### src/hw/ramtest_pkg.sv
/*
 * shared types and sizing for the ram loopback subsystem
 * FIFO_DEPTH and MEM_DEPTH are assumed to be at least 2
 * status and control bit positions follow the wire-in layout
 */
package ramtest_pkg;

	// ------------------------------------------------------------
	// sizing
	localparam int WORD_W         = 16;
	localparam int WORDS_PER_BEAT = 8;
	localparam int BEAT_W         = WORD_W * WORDS_PER_BEAT; // 128
	localparam int WIDX_W         = $clog2(WORDS_PER_BEAT);  // word index in a beat
	localparam int MEM_DEPTH      = 16;                      // beats
	localparam int ADDR_W         = $clog2(MEM_DEPTH);
	localparam int MEM_CNT_W      = $clog2(MEM_DEPTH + 1);   // 0..MEM_DEPTH
	localparam int FIFO_DEPTH     = 4;                       // beats per fifo
	localparam int FIFO_PTR_W     = $clog2(FIFO_DEPTH);
	localparam int FIFO_CNT_W     = $clog2(FIFO_DEPTH + 1);
	localparam int RD_LATENCY     = 2;                       // cmd to rd_data_valid
	localparam int CALIB_CYCLES   = 20;
	localparam int CALIB_CNT_W    = $clog2(CALIB_CYCLES + 1);

	// ------------------------------------------------------------
	// control and status bits
	localparam int CTRL_W         = 3;
	localparam int CTRL_RD_EN     = 0;
	localparam int CTRL_WR_EN     = 1;
	localparam int CTRL_SOFT_RST  = 2;
	localparam int STATUS_W       = 5;
	localparam int STAT_CALIB     = 0;
	localparam int STAT_PI_FULL   = 1;
	localparam int STAT_PO_EMPTY  = 2;
	localparam int STAT_RD_EN     = 3;
	localparam int STAT_WR_EN     = 4;

	typedef logic [WORD_W-1:0] word_t; // one pipe word
	typedef logic [BEAT_W-1:0] beat_t; // word 0 in the low bits
	typedef logic [ADDR_W-1:0] addr_t; // beat address

endpackage

### src/hw/app_beat_ram.sv
/*
 * on-chip beat memory with an app-style command interface
 * one command per cycle, write needs app_en and app_wdf_wren together
 * read data returns RD_LATENCY cycles after the command, in order
 * no commands are taken until calibration completes
 */
`timescale 1ns/10ps

module app_beat_ram (
	input  logic               ti_clk,
	input  logic               rst_n,
	input  logic               app_en,
	input  logic               app_cmd_wr,
	input  ramtest_pkg::addr_t app_addr,
	input  logic               app_wdf_wren,
	input  ramtest_pkg::beat_t app_wdf_data,
	output logic               app_rdy,
	output logic               app_wdf_rdy,
	output ramtest_pkg::beat_t app_rd_data,
	output logic               app_rd_data_valid,
	output logic               calib_done
);

	ramtest_pkg::beat_t                  mem [ramtest_pkg::MEM_DEPTH];
	ramtest_pkg::beat_t                  data_pipe [ramtest_pkg::RD_LATENCY];
	logic [ramtest_pkg::RD_LATENCY-1:0]  vld_pipe;
	logic [ramtest_pkg::CALIB_CNT_W-1:0] cal_cnt;
	logic                                wr_take;
	logic                                rd_take;

	// ------------------------------------------------------------
	// calibration delay
	always_ff @(posedge ti_clk or negedge rst_n) begin
		if (!rst_n) begin
			cal_cnt    <= '0;
			calib_done <= 1'b0;
		end else if (!calib_done) begin
			cal_cnt <= cal_cnt + 1'b1;
			if (cal_cnt == ramtest_pkg::CALIB_CNT_W'(ramtest_pkg::CALIB_CYCLES - 1))
				calib_done <= 1'b1;
		end
	end

	assign app_rdy     = calib_done;
	assign app_wdf_rdy = calib_done;
	assign wr_take     = app_en && app_cmd_wr && app_wdf_wren && app_rdy && app_wdf_rdy;
	assign rd_take     = app_en && !app_cmd_wr && app_rdy;

	// array and read data stages, no reset
	always_ff @(posedge ti_clk) begin
		if (wr_take)
			mem[app_addr] <= app_wdf_data; // visible the next cycle
		if (rd_take)
			data_pipe[0] <= mem[app_addr];
		for (int i = 1; i < ramtest_pkg::RD_LATENCY; i++)
			data_pipe[i] <= data_pipe[i-1];
	end

	always_ff @(posedge ti_clk or negedge rst_n) begin
		if (!rst_n) begin
			vld_pipe <= '0;
		end else begin
			vld_pipe[0] <= rd_take;
			for (int i = 1; i < ramtest_pkg::RD_LATENCY; i++)
				vld_pipe[i] <= vld_pipe[i-1];
		end
	end

	assign app_rd_data       = data_pipe[ramtest_pkg::RD_LATENCY-1];
	assign app_rd_data_valid = vld_pipe[ramtest_pkg::RD_LATENCY-1];

endmodule

### src/hw/beat_fifo.sv
/*
 * synchronous show-ahead FIFO, FIFO_DEPTH entries of item_t
 * rd_data is the head entry, valid whenever empty is low
 * writes while full and reads while empty are ignored
 * clr has priority over a write or read in the same cycle
 */
`timescale 1ns/10ps

module beat_fifo #(
	parameter type item_t = ramtest_pkg::beat_t
) (
	input  logic                               ti_clk,
	input  logic                               rst_n,
	input  logic                               clr,
	input  logic                               wr,
	input  item_t                              wr_data,
	input  logic                               rd,
	output item_t                              rd_data,
	output logic                               empty,
	output logic                               full,
	output logic [ramtest_pkg::FIFO_CNT_W-1:0] count
);

	item_t                               mem [ramtest_pkg::FIFO_DEPTH]; // storage, no reset
	logic [ramtest_pkg::FIFO_PTR_W-1:0]  wr_ptr;
	logic [ramtest_pkg::FIFO_PTR_W-1:0]  rd_ptr;
	logic                                do_wr;
	logic                                do_rd;

	assign empty   = (count == '0);
	assign full    = (count == ramtest_pkg::FIFO_CNT_W'(ramtest_pkg::FIFO_DEPTH));
	assign do_wr   = wr && !full;
	assign do_rd   = rd && !empty;
	assign rd_data = mem[rd_ptr]; // show-ahead

	always_ff @(posedge ti_clk) begin
		if (do_wr)
			mem[wr_ptr] <= wr_data;
	end

	// ------------------------------------------------------------
	// pointers and fill count
	always_ff @(posedge ti_clk or negedge rst_n) begin
		if (!rst_n) begin
			wr_ptr <= '0;
			rd_ptr <= '0;
			count  <= '0;
		end else if (clr) begin
			wr_ptr <= '0;
			rd_ptr <= '0;
			count  <= '0;
		end else begin
			if (do_wr)
				wr_ptr <= (wr_ptr == ramtest_pkg::FIFO_PTR_W'(ramtest_pkg::FIFO_DEPTH - 1)) ?
					'0 : wr_ptr + 1'b1; // wrap for any depth
			if (do_rd)
				rd_ptr <= (rd_ptr == ramtest_pkg::FIFO_PTR_W'(ramtest_pkg::FIFO_DEPTH - 1)) ?
					'0 : rd_ptr + 1'b1;
			if (do_wr && !do_rd)
				count <= count + 1'b1;
			else if (do_rd && !do_wr)
				count <= count - 1'b1;
		end
	end

endmodule

### src/hw/ram_traffic_ctrl.sv
/*
 * moves beats from the in fifo to memory and back to the out fifo
 * memory is used as a ring, reads return beats in write order
 * reads are issued only while the out fifo has room for every beat in flight
 * reads still in flight at a soft reset are discarded when they return
 */
`timescale 1ns/10ps

module ram_traffic_ctrl (
	input  logic                               ti_clk,
	input  logic                               rst_n,
	input  logic                               clr,
	input  logic                               rd_en,
	input  logic                               wr_en,
	input  ramtest_pkg::beat_t                 ib_data,
	input  logic                               ib_empty,
	input  logic                               app_rdy,
	input  logic                               app_wdf_rdy,
	input  ramtest_pkg::beat_t                 app_rd_data,
	input  logic                               app_rd_data_valid,
	input  logic [ramtest_pkg::FIFO_CNT_W-1:0] ob_count,
	output logic                               ib_rd,
	output logic                               app_en,
	output logic                               app_cmd_wr,
	output ramtest_pkg::addr_t                 app_addr,
	output logic                               app_wdf_wren,
	output ramtest_pkg::beat_t                 app_wdf_data,
	output logic                               ob_wr,
	output ramtest_pkg::beat_t                 ob_data
);

	ramtest_pkg::addr_t                  wr_ptr;
	ramtest_pkg::addr_t                  rd_ptr;
	logic [ramtest_pkg::MEM_CNT_W-1:0]   stored;   // beats in memory, not yet read
	logic [ramtest_pkg::FIFO_CNT_W-1:0]  inflight; // reads issued, data not back
	logic [ramtest_pkg::FIFO_CNT_W-1:0]  drop;     // stale reads from before clr
	logic [ramtest_pkg::FIFO_CNT_W:0]    ob_need;
	logic                                mem_full;
	logic                                ob_room;
	logic                                wr_go;
	logic                                rd_go;
	logic                                rd_back;

	// ------------------------------------------------------------
	// issue decision, write wins
	assign mem_full = (stored == ramtest_pkg::MEM_CNT_W'(ramtest_pkg::MEM_DEPTH));
	assign ob_need  = {1'b0, ob_count} + {1'b0, inflight};
	assign ob_room  = (ob_need < (ramtest_pkg::FIFO_CNT_W+1)'(ramtest_pkg::FIFO_DEPTH));
	assign wr_go    = !clr && wr_en && !ib_empty && !mem_full && app_rdy && app_wdf_rdy;
	assign rd_go    = !clr && rd_en && (stored != '0) && ob_room && app_rdy && !wr_go;

	assign app_en       = wr_go || rd_go;
	assign app_cmd_wr   = wr_go;
	assign app_wdf_wren = wr_go;                  // data goes with the command
	assign app_wdf_data = ib_data;
	assign app_addr     = wr_go ? wr_ptr : rd_ptr;
	assign ib_rd        = wr_go;                  // pop with the memory write

	// returned beats go straight to the out fifo
	assign rd_back = app_rd_data_valid && (drop == '0);
	assign ob_wr   = rd_back;
	assign ob_data = app_rd_data;

	always_ff @(posedge ti_clk or negedge rst_n) begin
		if (!rst_n) begin
			wr_ptr   <= '0;
			rd_ptr   <= '0;
			stored   <= '0;
			inflight <= '0;
			drop     <= '0;
		end else if (clr) begin
			wr_ptr   <= '0;
			rd_ptr   <= '0;
			stored   <= '0;
			inflight <= '0;
			drop     <= drop + inflight - (app_rd_data_valid ? 1'b1 : 1'b0); // still owed
		end else begin
			if (wr_go) begin
				wr_ptr <= wr_ptr + 1'b1; // ring wraps at MEM_DEPTH
				stored <= stored + 1'b1;
			end else if (rd_go) begin
				rd_ptr <= rd_ptr + 1'b1;
				stored <= stored - 1'b1;
			end
			if (rd_go && !rd_back)
				inflight <= inflight + 1'b1;
			else if (rd_back && !rd_go)
				inflight <= inflight - 1'b1;
			if (app_rd_data_valid && drop != '0)
				drop <= drop - 1'b1; // discard stale beat
		end
	end

endmodule

### src/hw/ramtest_ctrl_regs.sv
/*
 * control register, loaded whole on each ctrl_write strobe
 * soft reset bit becomes a one-cycle pulse, it is not held
 * status is registered, so it lags the live levels by one cycle
 */
`timescale 1ns/10ps

module ramtest_ctrl_regs (
	input  logic                                ti_clk,
	input  logic                                rst_n,
	input  logic                                ctrl_write,
	input  logic [ramtest_pkg::CTRL_W-1:0]      ctrl_data,
	input  logic                                calib_done,
	input  logic                                pi_full,
	input  logic                                po_empty,
	output logic                                rd_en,
	output logic                                wr_en,
	output logic                                soft_rst,
	output logic [ramtest_pkg::STATUS_W-1:0]    status
);

	// enables and soft reset pulse
	always_ff @(posedge ti_clk or negedge rst_n) begin
		if (!rst_n) begin
			rd_en    <= 1'b0;
			wr_en    <= 1'b0;
			soft_rst <= 1'b0;
		end else if (ctrl_write) begin
			rd_en    <= ctrl_data[ramtest_pkg::CTRL_RD_EN];
			wr_en    <= ctrl_data[ramtest_pkg::CTRL_WR_EN];
			soft_rst <= ctrl_data[ramtest_pkg::CTRL_SOFT_RST];
		end else begin
			soft_rst <= 1'b0; // self clearing
		end
	end

	// status gather, stands in for the led outputs
	always_ff @(posedge ti_clk or negedge rst_n) begin
		if (!rst_n) begin
			status                             <= '0;
			status[ramtest_pkg::STAT_PO_EMPTY] <= 1'b1; // out fifo empty at reset
		end else begin
			status[ramtest_pkg::STAT_CALIB]    <= calib_done;
			status[ramtest_pkg::STAT_PI_FULL]  <= pi_full;
			status[ramtest_pkg::STAT_PO_EMPTY] <= po_empty;
			status[ramtest_pkg::STAT_RD_EN]    <= rd_en;
			status[ramtest_pkg::STAT_WR_EN]    <= wr_en;
		end
	end

endmodule

### src/hw/ramtest_top.sv
/*
 * host to memory loopback, single clock ti_clk
 * host checks pi_full before pi_write, words offered while full are lost
 * po_data is valid while po_empty is low, po_read takes it
 * soft reset leaves memory contents and calibration alone
 */
`timescale 1ns/10ps

module ramtest_top (
	input  logic                             ti_clk,
	input  logic                             rst_n,
	input  logic                             pi_write,
	input  ramtest_pkg::word_t               pi_data,
	input  logic                             po_read,
	input  logic                             ctrl_write,
	input  logic [ramtest_pkg::CTRL_W-1:0]   ctrl_data,
	output logic                             pi_full,
	output ramtest_pkg::word_t               po_data,
	output logic                             po_empty,
	output logic [ramtest_pkg::STATUS_W-1:0] status
);

	logic                               rd_en, wr_en, soft_rst, calib_done;
	logic                               pk_wr, ib_rd, ib_empty, ib_full;
	logic                               ob_wr, ob_rd, ob_empty;
	logic [ramtest_pkg::FIFO_CNT_W-1:0] ob_count;
	ramtest_pkg::beat_t                 pk_data, ib_data, ob_wdata, ob_rdata;
	// memory app interface
	logic                               app_en, app_cmd_wr, app_wdf_wren;
	logic                               app_rdy, app_wdf_rdy, app_rd_data_valid;
	ramtest_pkg::addr_t                 app_addr;
	ramtest_pkg::beat_t                 app_wdf_data, app_rd_data;

	ramtest_ctrl_regs u_ctrl_regs (
		.ti_clk, .rst_n, .ctrl_write, .ctrl_data, .calib_done, .pi_full, .po_empty,
		.rd_en, .wr_en, .soft_rst, .status);

	// ------------------------------------------------------------
	// write path
	word_packer u_packer (
		.ti_clk, .rst_n, .clr(soft_rst), .pi_write, .pi_data, .fifo_full(ib_full),
		.beat_wr(pk_wr), .beat_data(pk_data), .pi_full);

	beat_fifo #(.item_t(ramtest_pkg::beat_t)) u_ib_fifo (
		.ti_clk, .rst_n, .clr(soft_rst), .wr(pk_wr), .wr_data(pk_data), .rd(ib_rd),
		.rd_data(ib_data), .empty(ib_empty), .full(ib_full), .count());

	ram_traffic_ctrl u_traffic (
		.ti_clk, .rst_n, .clr(soft_rst), .rd_en, .wr_en, .ib_data, .ib_empty,
		.app_rdy, .app_wdf_rdy, .app_rd_data, .app_rd_data_valid, .ob_count,
		.ib_rd, .app_en, .app_cmd_wr, .app_addr, .app_wdf_wren, .app_wdf_data,
		.ob_wr, .ob_data(ob_wdata));

	app_beat_ram u_mem (
		.ti_clk, .rst_n, .app_en, .app_cmd_wr, .app_addr, .app_wdf_wren, .app_wdf_data,
		.app_rdy, .app_wdf_rdy, .app_rd_data, .app_rd_data_valid, .calib_done);

	// ------------------------------------------------------------
	// read path, room is checked by the traffic controller
	beat_fifo #(.item_t(ramtest_pkg::beat_t)) u_ob_fifo (
		.ti_clk, .rst_n, .clr(soft_rst), .wr(ob_wr), .wr_data(ob_wdata), .rd(ob_rd),
		.rd_data(ob_rdata), .empty(ob_empty), .full(), .count(ob_count));

	word_unpacker u_unpacker (
		.ti_clk, .rst_n, .clr(soft_rst), .beat_data(ob_rdata), .fifo_empty(ob_empty),
		.po_read, .po_data, .po_empty, .beat_rd(ob_rd));

endmodule

### src/hw/word_packer.sv
/*
 * packs eight host words into one beat, word 0 in the low bits
 * the full beat is written to the fifo the cycle after word 7
 * host must watch pi_full; a word offered while it is high is dropped
 */
`timescale 1ns/10ps

module word_packer (
	input  logic               ti_clk,
	input  logic               rst_n,
	input  logic               clr,
	input  logic               pi_write,
	input  ramtest_pkg::word_t pi_data,
	input  logic               fifo_full,
	output logic               beat_wr,
	output ramtest_pkg::beat_t beat_data,
	output logic               pi_full
);

	logic [ramtest_pkg::WIDX_W-1:0] idx;      // next word slot
	logic                           beat_pend; // complete beat not yet in fifo
	logic                           take;
	logic                           last_slot;

	assign last_slot = (idx == ramtest_pkg::WIDX_W'(ramtest_pkg::WORDS_PER_BEAT - 1));
	assign pi_full   = fifo_full && (beat_pend || last_slot); // stall host
	assign take      = pi_write && !pi_full;
	assign beat_wr   = beat_pend && !fifo_full;

	// payload, no reset
	always_ff @(posedge ti_clk) begin
		if (take)
			beat_data[idx*ramtest_pkg::WORD_W +: ramtest_pkg::WORD_W] <= pi_data;
	end

	always_ff @(posedge ti_clk or negedge rst_n) begin
		if (!rst_n) begin
			idx       <= '0;
			beat_pend <= 1'b0;
		end else if (clr) begin
			idx       <= '0;
			beat_pend <= 1'b0;
		end else begin
			if (take)
				idx <= last_slot ? '0 : idx + 1'b1;
			if (take && last_slot)
				beat_pend <= 1'b1; // beat complete
			else if (beat_wr)
				beat_pend <= 1'b0;
		end
	end

endmodule

### src/hw/word_unpacker.sv
/*
 * presents the head beat of the out fifo as eight words
 * po_data is valid while po_empty is low, po_read advances
 * the beat is popped when word 7 is read
 */
`timescale 1ns/10ps

module word_unpacker (
	input  logic               ti_clk,
	input  logic               rst_n,
	input  logic               clr,
	input  ramtest_pkg::beat_t beat_data,
	input  logic               fifo_empty,
	input  logic               po_read,
	output ramtest_pkg::word_t po_data,
	output logic               po_empty,
	output logic               beat_rd
);

	logic [ramtest_pkg::WIDX_W-1:0] idx; // word shown to host
	logic                           adv;
	logic                           last_slot;

	assign po_empty  = fifo_empty;
	assign adv       = po_read && !fifo_empty; // read while empty ignored
	assign last_slot = (idx == ramtest_pkg::WIDX_W'(ramtest_pkg::WORDS_PER_BEAT - 1));
	assign beat_rd   = adv && last_slot;
	assign po_data   = beat_data[idx*ramtest_pkg::WORD_W +: ramtest_pkg::WORD_W];

	always_ff @(posedge ti_clk or negedge rst_n) begin
		if (!rst_n) begin
			idx <= '0;
		end else if (clr) begin
			idx <= '0;
		end else if (adv) begin
			idx <= last_slot ? '0 : idx + 1'b1; // next beat starts at word 0
		end
	end

endmodule

### config.mk
export PLATFORM = sky130hd
export DESIGN_NAME = ramtest_top
export DESIGN_NICKNAME = d
export VERILOG_FILES = /design/src/hw/ramtest_pkg.sv /design/src/hw/app_beat_ram.sv /design/src/hw/beat_fifo.sv /design/src/hw/ram_traffic_ctrl.sv /design/src/hw/ramtest_ctrl_regs.sv /design/src/hw/ramtest_top.sv /design/src/hw/word_packer.sv /design/src/hw/word_unpacker.sv
export SDC_FILE = /design/constraint.sdc
export NUM_CORES = 2
export LEC_CHECK = 0
export BUFFER_PORTS_ARGS = -buffer_cell sky130_fd_sc_hd__buf_4
export CAP_MARGIN = 10
export CORE_ASPECT_RATIO = 0.9
export CORE_MARGIN = 5
export CORE_UTILIZATION = 40
export CTS_CLUSTER_SIZE = 8
export DETAILED_ROUTE_END_ITERATION = 6
export GPL_ROUTABILITY_DRIVEN = 1
export HOLD_SLACK_MARGIN = 0.02
export PLACE_DENSITY = 0.5
export REMOVE_ABC_BUFFERS = 1
export SLEW_MARGIN = 15
export SYNTH_ARGS = -nofsm -noshare
export SYNTH_HDL_FRONTEND = slang
export SYNTH_HIERARCHICAL = 1
export SYNTH_SLANG_ARGS = --single-unit
### constraint.sdc
create_clock -name ti_clk -period 12.7 [get_ports ti_clk]
set_clock_uncertainty 0.15 [all_clocks]
set_input_delay 0.635 -clock ti_clk [delete_from_list [all_inputs] [get_ports ti_clk]]
set_output_delay 0.635 -clock ti_clk [all_outputs]
set_load 0.1 [all_outputs]
==> Implementation_results.wiki <==
{| class="wikitable"
! Metric !! Value
|-
| Seq cells post-synth || 3,512
|-
| 1st-pass router iterations || 5
|-
| Hold Violations, Final || 0
|-
| Final net count || 5,914
|-
| TritonCTS clock tree || done
|-
| Internal power component || 0.0220 W
|-
| Power share of the sequential group || 0.477
|-
| Most repeated cell in the gate-level netlist after synthesis || sky130_fd_sc_hd__edfxtp_1
|-
| Synth top area share || 0.756
|-
| Critical-path cell list || inv_1 > a2111oi_4 > buf_4 > mux2_8 > buf_4 > buf_4 > buf_4 > mux4_2 > a22oi_1 > nand2_1
|-
| Wirelength, routed || 320 mm
|-
| Number of enable-type register cells in the synthesized netlist || 3,328
|-
| Met2 wire length || 151 mm
|-
| Number of cells traversed by the worst register-to-register path || 10
|-
| Number of rows created at floorplan || 200
|-
| Placeable core region || 330,000 um^2
|-
| Die height || 555 um
|-
| Final critical delay including setup and external delays || 5.88 ns
|-
| Residual antenna-violating net count after detailed routing || 0
|-
| Ratio of final minimum period to clock period || 0.463
|-
| Critical Path Source Type || flop
|-
| Power per cell area || 195 nW/um^2
|-
| Layout filler cell count || 27,339
|-
| Critical Path Slowest Stage Cell || sky130_fd_sc_hd__buf_4
|-
| Crit path largest cell delay || 0.86 ns
|-
| Run status || complete, no violations
|-
| Most area-consuming cells after synthesis || sky130_fd_sc_hd__edfxtp_1 76%, sky130_fd_sc_hd__mux4_2 13%, sky130_fd_sc_hd__buf_4 2.3%, sky130_fd_sc_hd__dfxtp_1 1.9%, sky130_fd_sc_hd__a22oi_1 1.5%
|-
| First-pass GRT wire length || 457 mm
|-
| CTS sink cnt || 3,512
|-
| Placed Instance Area || 135,000 um^2
|-
| Number of vias per cell || 5.59
|-
| Root Driver || sky130_fd_sc_hd__clkbuf_16
|-
| Placer's final routability congestion estimate || 0.728
|-
| Arrival time reported for the critical path endpoint || 6.36 ns
|-
| Die Area || 342,000 um^2
|-
| Total met3 wirelength after detailed routing || 18.7 mm
|-
| Cell count after synthesis || 5,834
|-
| Number of global-route vias before repair || 61,255
|-
| Critical path's most frequent cell || sky130_fd_sc_hd__buf_4
|-
| P&R area growth vs syn || 12.3%
|-
| Critical path data required time || 13.18 ns
|-
| CTS-repair resized insts || 0
|-
| Setup repair after global routing missed its margin || false
|-
| Boundary pin count || 47
|-
| Area of the multi-input gates || 23,900 um^2
|-
| Maximum count of clock buffers along a single path || 4
|-
| Top cells by count, synth || 3,328 x sky130_fd_sc_hd__edfxtp_1, 771 x sky130_fd_sc_hd__mux4_2, 397 x sky130_fd_sc_hd__buf_4, 256 x sky130_fd_sc_hd__a22oi_1, 163 x sky130_fd_sc_hd__nand2_1
|-
| Number of instances on the worst hold path || 2
|-
| Setup bufs post-CTS || 0
|-
| Kind of capture point of the worst setup path || flop
|-
| Pin count of the biggest net entering global routing || 123
|-
| Share of final-layout standard cells stronger than drive strength 1 || 0.252
|-
| Register area share after synthesis || 0.786
|-
| Fraction of registers with async set or reset after synthesis || 0.0159
|-
| Final std cell area, no fill || 148,000 um^2
|-
| Wire length the detailed router placed on met1 || 143 mm
|-
| Synth area leader || sky130_fd_sc_hd__edfxtp_1
|-
| Clock network fraction of total power || 0.396
|-
| Static leakage power || 46.0 nW
|-
| Hold slack || 0.0960 ns
|-
| # port buffers || 46
|-
| Max FO, Critical Path || 60
|-
| Number of library cell types mapped by synthesis || 68
|-
| Register area || 104,000 um^2
|-
| Synthesis Warnings || 6
|-
| Worst supply voltage drop on vdd || 0.000127 V
|-
| Worst R2R Setup Slack || 6.82 ns
|-
| Number of slew-limit violations in the final report || 0
|-
| Antenna violations before repair || 24
|-
| Register clock-pin slew on the reported worst setup and hold paths || 0.05 ns
|-
| Vias post-DR || 58,530
|-
| Switching share of total power || 0.240
|-
| Netlist area before placement || 132,000 um^2
|-
| DR top layer || met5
|-
| Type of the worst min-delay path || primary input to flop
|-
| Clk_lat worst skew || 0.89 ns
|-
| Level count of the clock H-tree || 5
|-
| Maximum capacitance violations || 0
|-
| Setup total negative slack || 0 ns
|-
| Total GRT Usage || 0.185
|-
| Starting density of the core || 0.401
|-
| Logic gate share of total power || 0.127
|-
| Util after Layout || 0.450
|-
| Commonest register cell after synthesis || sky130_fd_sc_hd__edfxtp_1
|-
| Routed wirelength normalized by instance count || 30.5 um
|-
| Type of the worst setup path || flop to flop
|-
| Detailed router's first-iteration violation count || 5,233
|-
| Total grt overflow || 0
|-
| DR DRC count || 0
|-
| Number of failing setup endpoints in the final timing report || 0
|-
| Die W || 616 um
|-
| Total net switching power || 0.00695 W
|-
| Synthesized area divided by synthesized cell count || 22.7 um^2
|-
| Achievable frequency || 170 MHz
|-
| Number of buffers added by the clock tree synthesis step || 481
|-
| Remaining max-slew budget at the tightest pin || 0.165
|-
| Worst Tran Pin Value || 1.25 ns
|-
| Detailed placer's ending HPWL || 161 mm
|-
| Hold_buf cts || 22
|}
==> sequential cells by signal (all words and copies together), names as in the netlist, 2 cells and up <==
signal	count
u_ob_fifo/rd_ptr	2
u_traffic/drop	3
u_mem/vld_pipe	2
u_ob_fifo/mem	512
u_ib_fifo/rd_ptr	2
u_ob_fifo/count	3
u_ob_fifo/wr_ptr	2
u_traffic/rd_ptr	4
u_traffic/inflight	3
u_mem/cal_cnt	5
u_packer/beat_data	128
u_traffic/wr_ptr	4
u_ib_fifo/wr_ptr	2
u_ib_fifo/mem	512
u_packer/idx	3
u_mem/data_pipe	256
u_ib_fifo/count	3
u_ctrl_regs/status	5
u_unpacker/idx	3
u_mem/mem	2048
u_traffic/stored	5
==> power by group through the flow <==
stage | Combinational (W) | Clock [W] | Sequential, W
floorplan | 0.00370 | 0 | 0.0138
global placement | 0.00373 | 0 | 0.0140
detailed placement | 0.00375 | 0 | 0.0140
CTS | 0.00377 | 0.0117 | 0.0138
global route | 0.00395 | 0.0123 | 0.0138
finish | 0.00368 | 0.0114 | 0.0138
==> kinds of logic after synthesis <==
group | after synthesis | synth area share
compound gates | 310 | 0.0177
xor+xnor | 17 | 0.00123
fa+ha+maj | 37 | 0.00379
buf+inv | 683 | 0.0347
flops | 3512 | 0.786
mux | 839 | 0.140
simple gates | 436 | 0.0160
==> per-stage QoR <==
stage          cells  setup WS (ns)  total power (W)
2_1_floorplan   5177          -7.71           0.0175
3_3_place_gp    9690           6.68           0.0177
3_5_place_dp    9690           6.58           0.0178
4_1_cts        10463           6.57           0.0293
5_1_grt        10467           6.16           0.0300
6_report       10472           6.82           0.0289
==> metal layers <==
layer | track usage | vias up
li1 | - | 23853
met1 | 0.271 | 32341
met2 | 0.293 | 1837
met3 | 0.0286 | 495
met4 | 0.0452 | 4
met5 | 0 | -
==> final cells by class <==
cell class | count | area share
multi-input cells | 1639 | 0.161
diodes | 8 | 0.000135
well taps | 4343 | 0.0366
flip-flops and latches | 3512 | 0.700
inverters | 26 | 0.000675
clock buffers | 740 | 0.0888
repair buffers | 193 | 0.0112
clock inverters | 11 | 0.000877
==> worst paths after layout <==
check                                                   from                          endpoint
min reg2reg                u_mem/data_pipe[0][124]$_DFFE_PP_   u_mem/data_pipe[0][252]$_DFF_P_
min                                              pi_data[10]  u_packer/beat_data[74]$_DFFE_PP_
max                                  u_mem/app_rdy$_DFF_PN0_  u_mem/data_pipe[0][30]$_DFFE_PP_
min in group asynchronous                              rst_n   u_ctrl_regs/status[3]$_DFF_PN0_
max in group asynchronous                              rst_n   u_ob_fifo/rd_ptr[1]$_DFFE_PN0P_
max reg2reg                          u_mem/app_rdy$_DFF_PN0_  u_mem/data_pipe[0][30]$_DFFE_PP_
==> worst max-delay path, delay by kind of cell (launching register included) <==
kind	cells	cell delay (ns)
AO/OA/AOI/OAI	2	0.56
buffers and inverters	5	2.77
flip-flops	1	0.55
multiplexers	2	1.30
AND/OR/NAND/NOR	1	0.10
==> placed cells by master (no fill, tap or decap), drive strengths merged, types with 11 or more instances in the layout <==
cell type | Yosys | routed
mux2 | 28 | 28
ha | 32 | 32
mux2i | 11 | 11
clkbuf | 113 | 740
and2 | 69 | 69
a21oi | 17 | 17
mux4 | 800 | 800
nand2 | 163 | 163
edfxtp | 3328 | 3328
a22oi | 256 | 256
dfxtp | 128 | 128
xnor2 | 13 | 13
dlygate4sd3 | 0 | 22
and3 | 16 | 16
buf | 544 | 171
o21ai | 13 | 13
nand3 | 13 | 13
dfrtp | 55 | 55
nor2 | 119 | 119
inv | 23 | 28
Note: power is estimated with default switching activity, not from simulation.
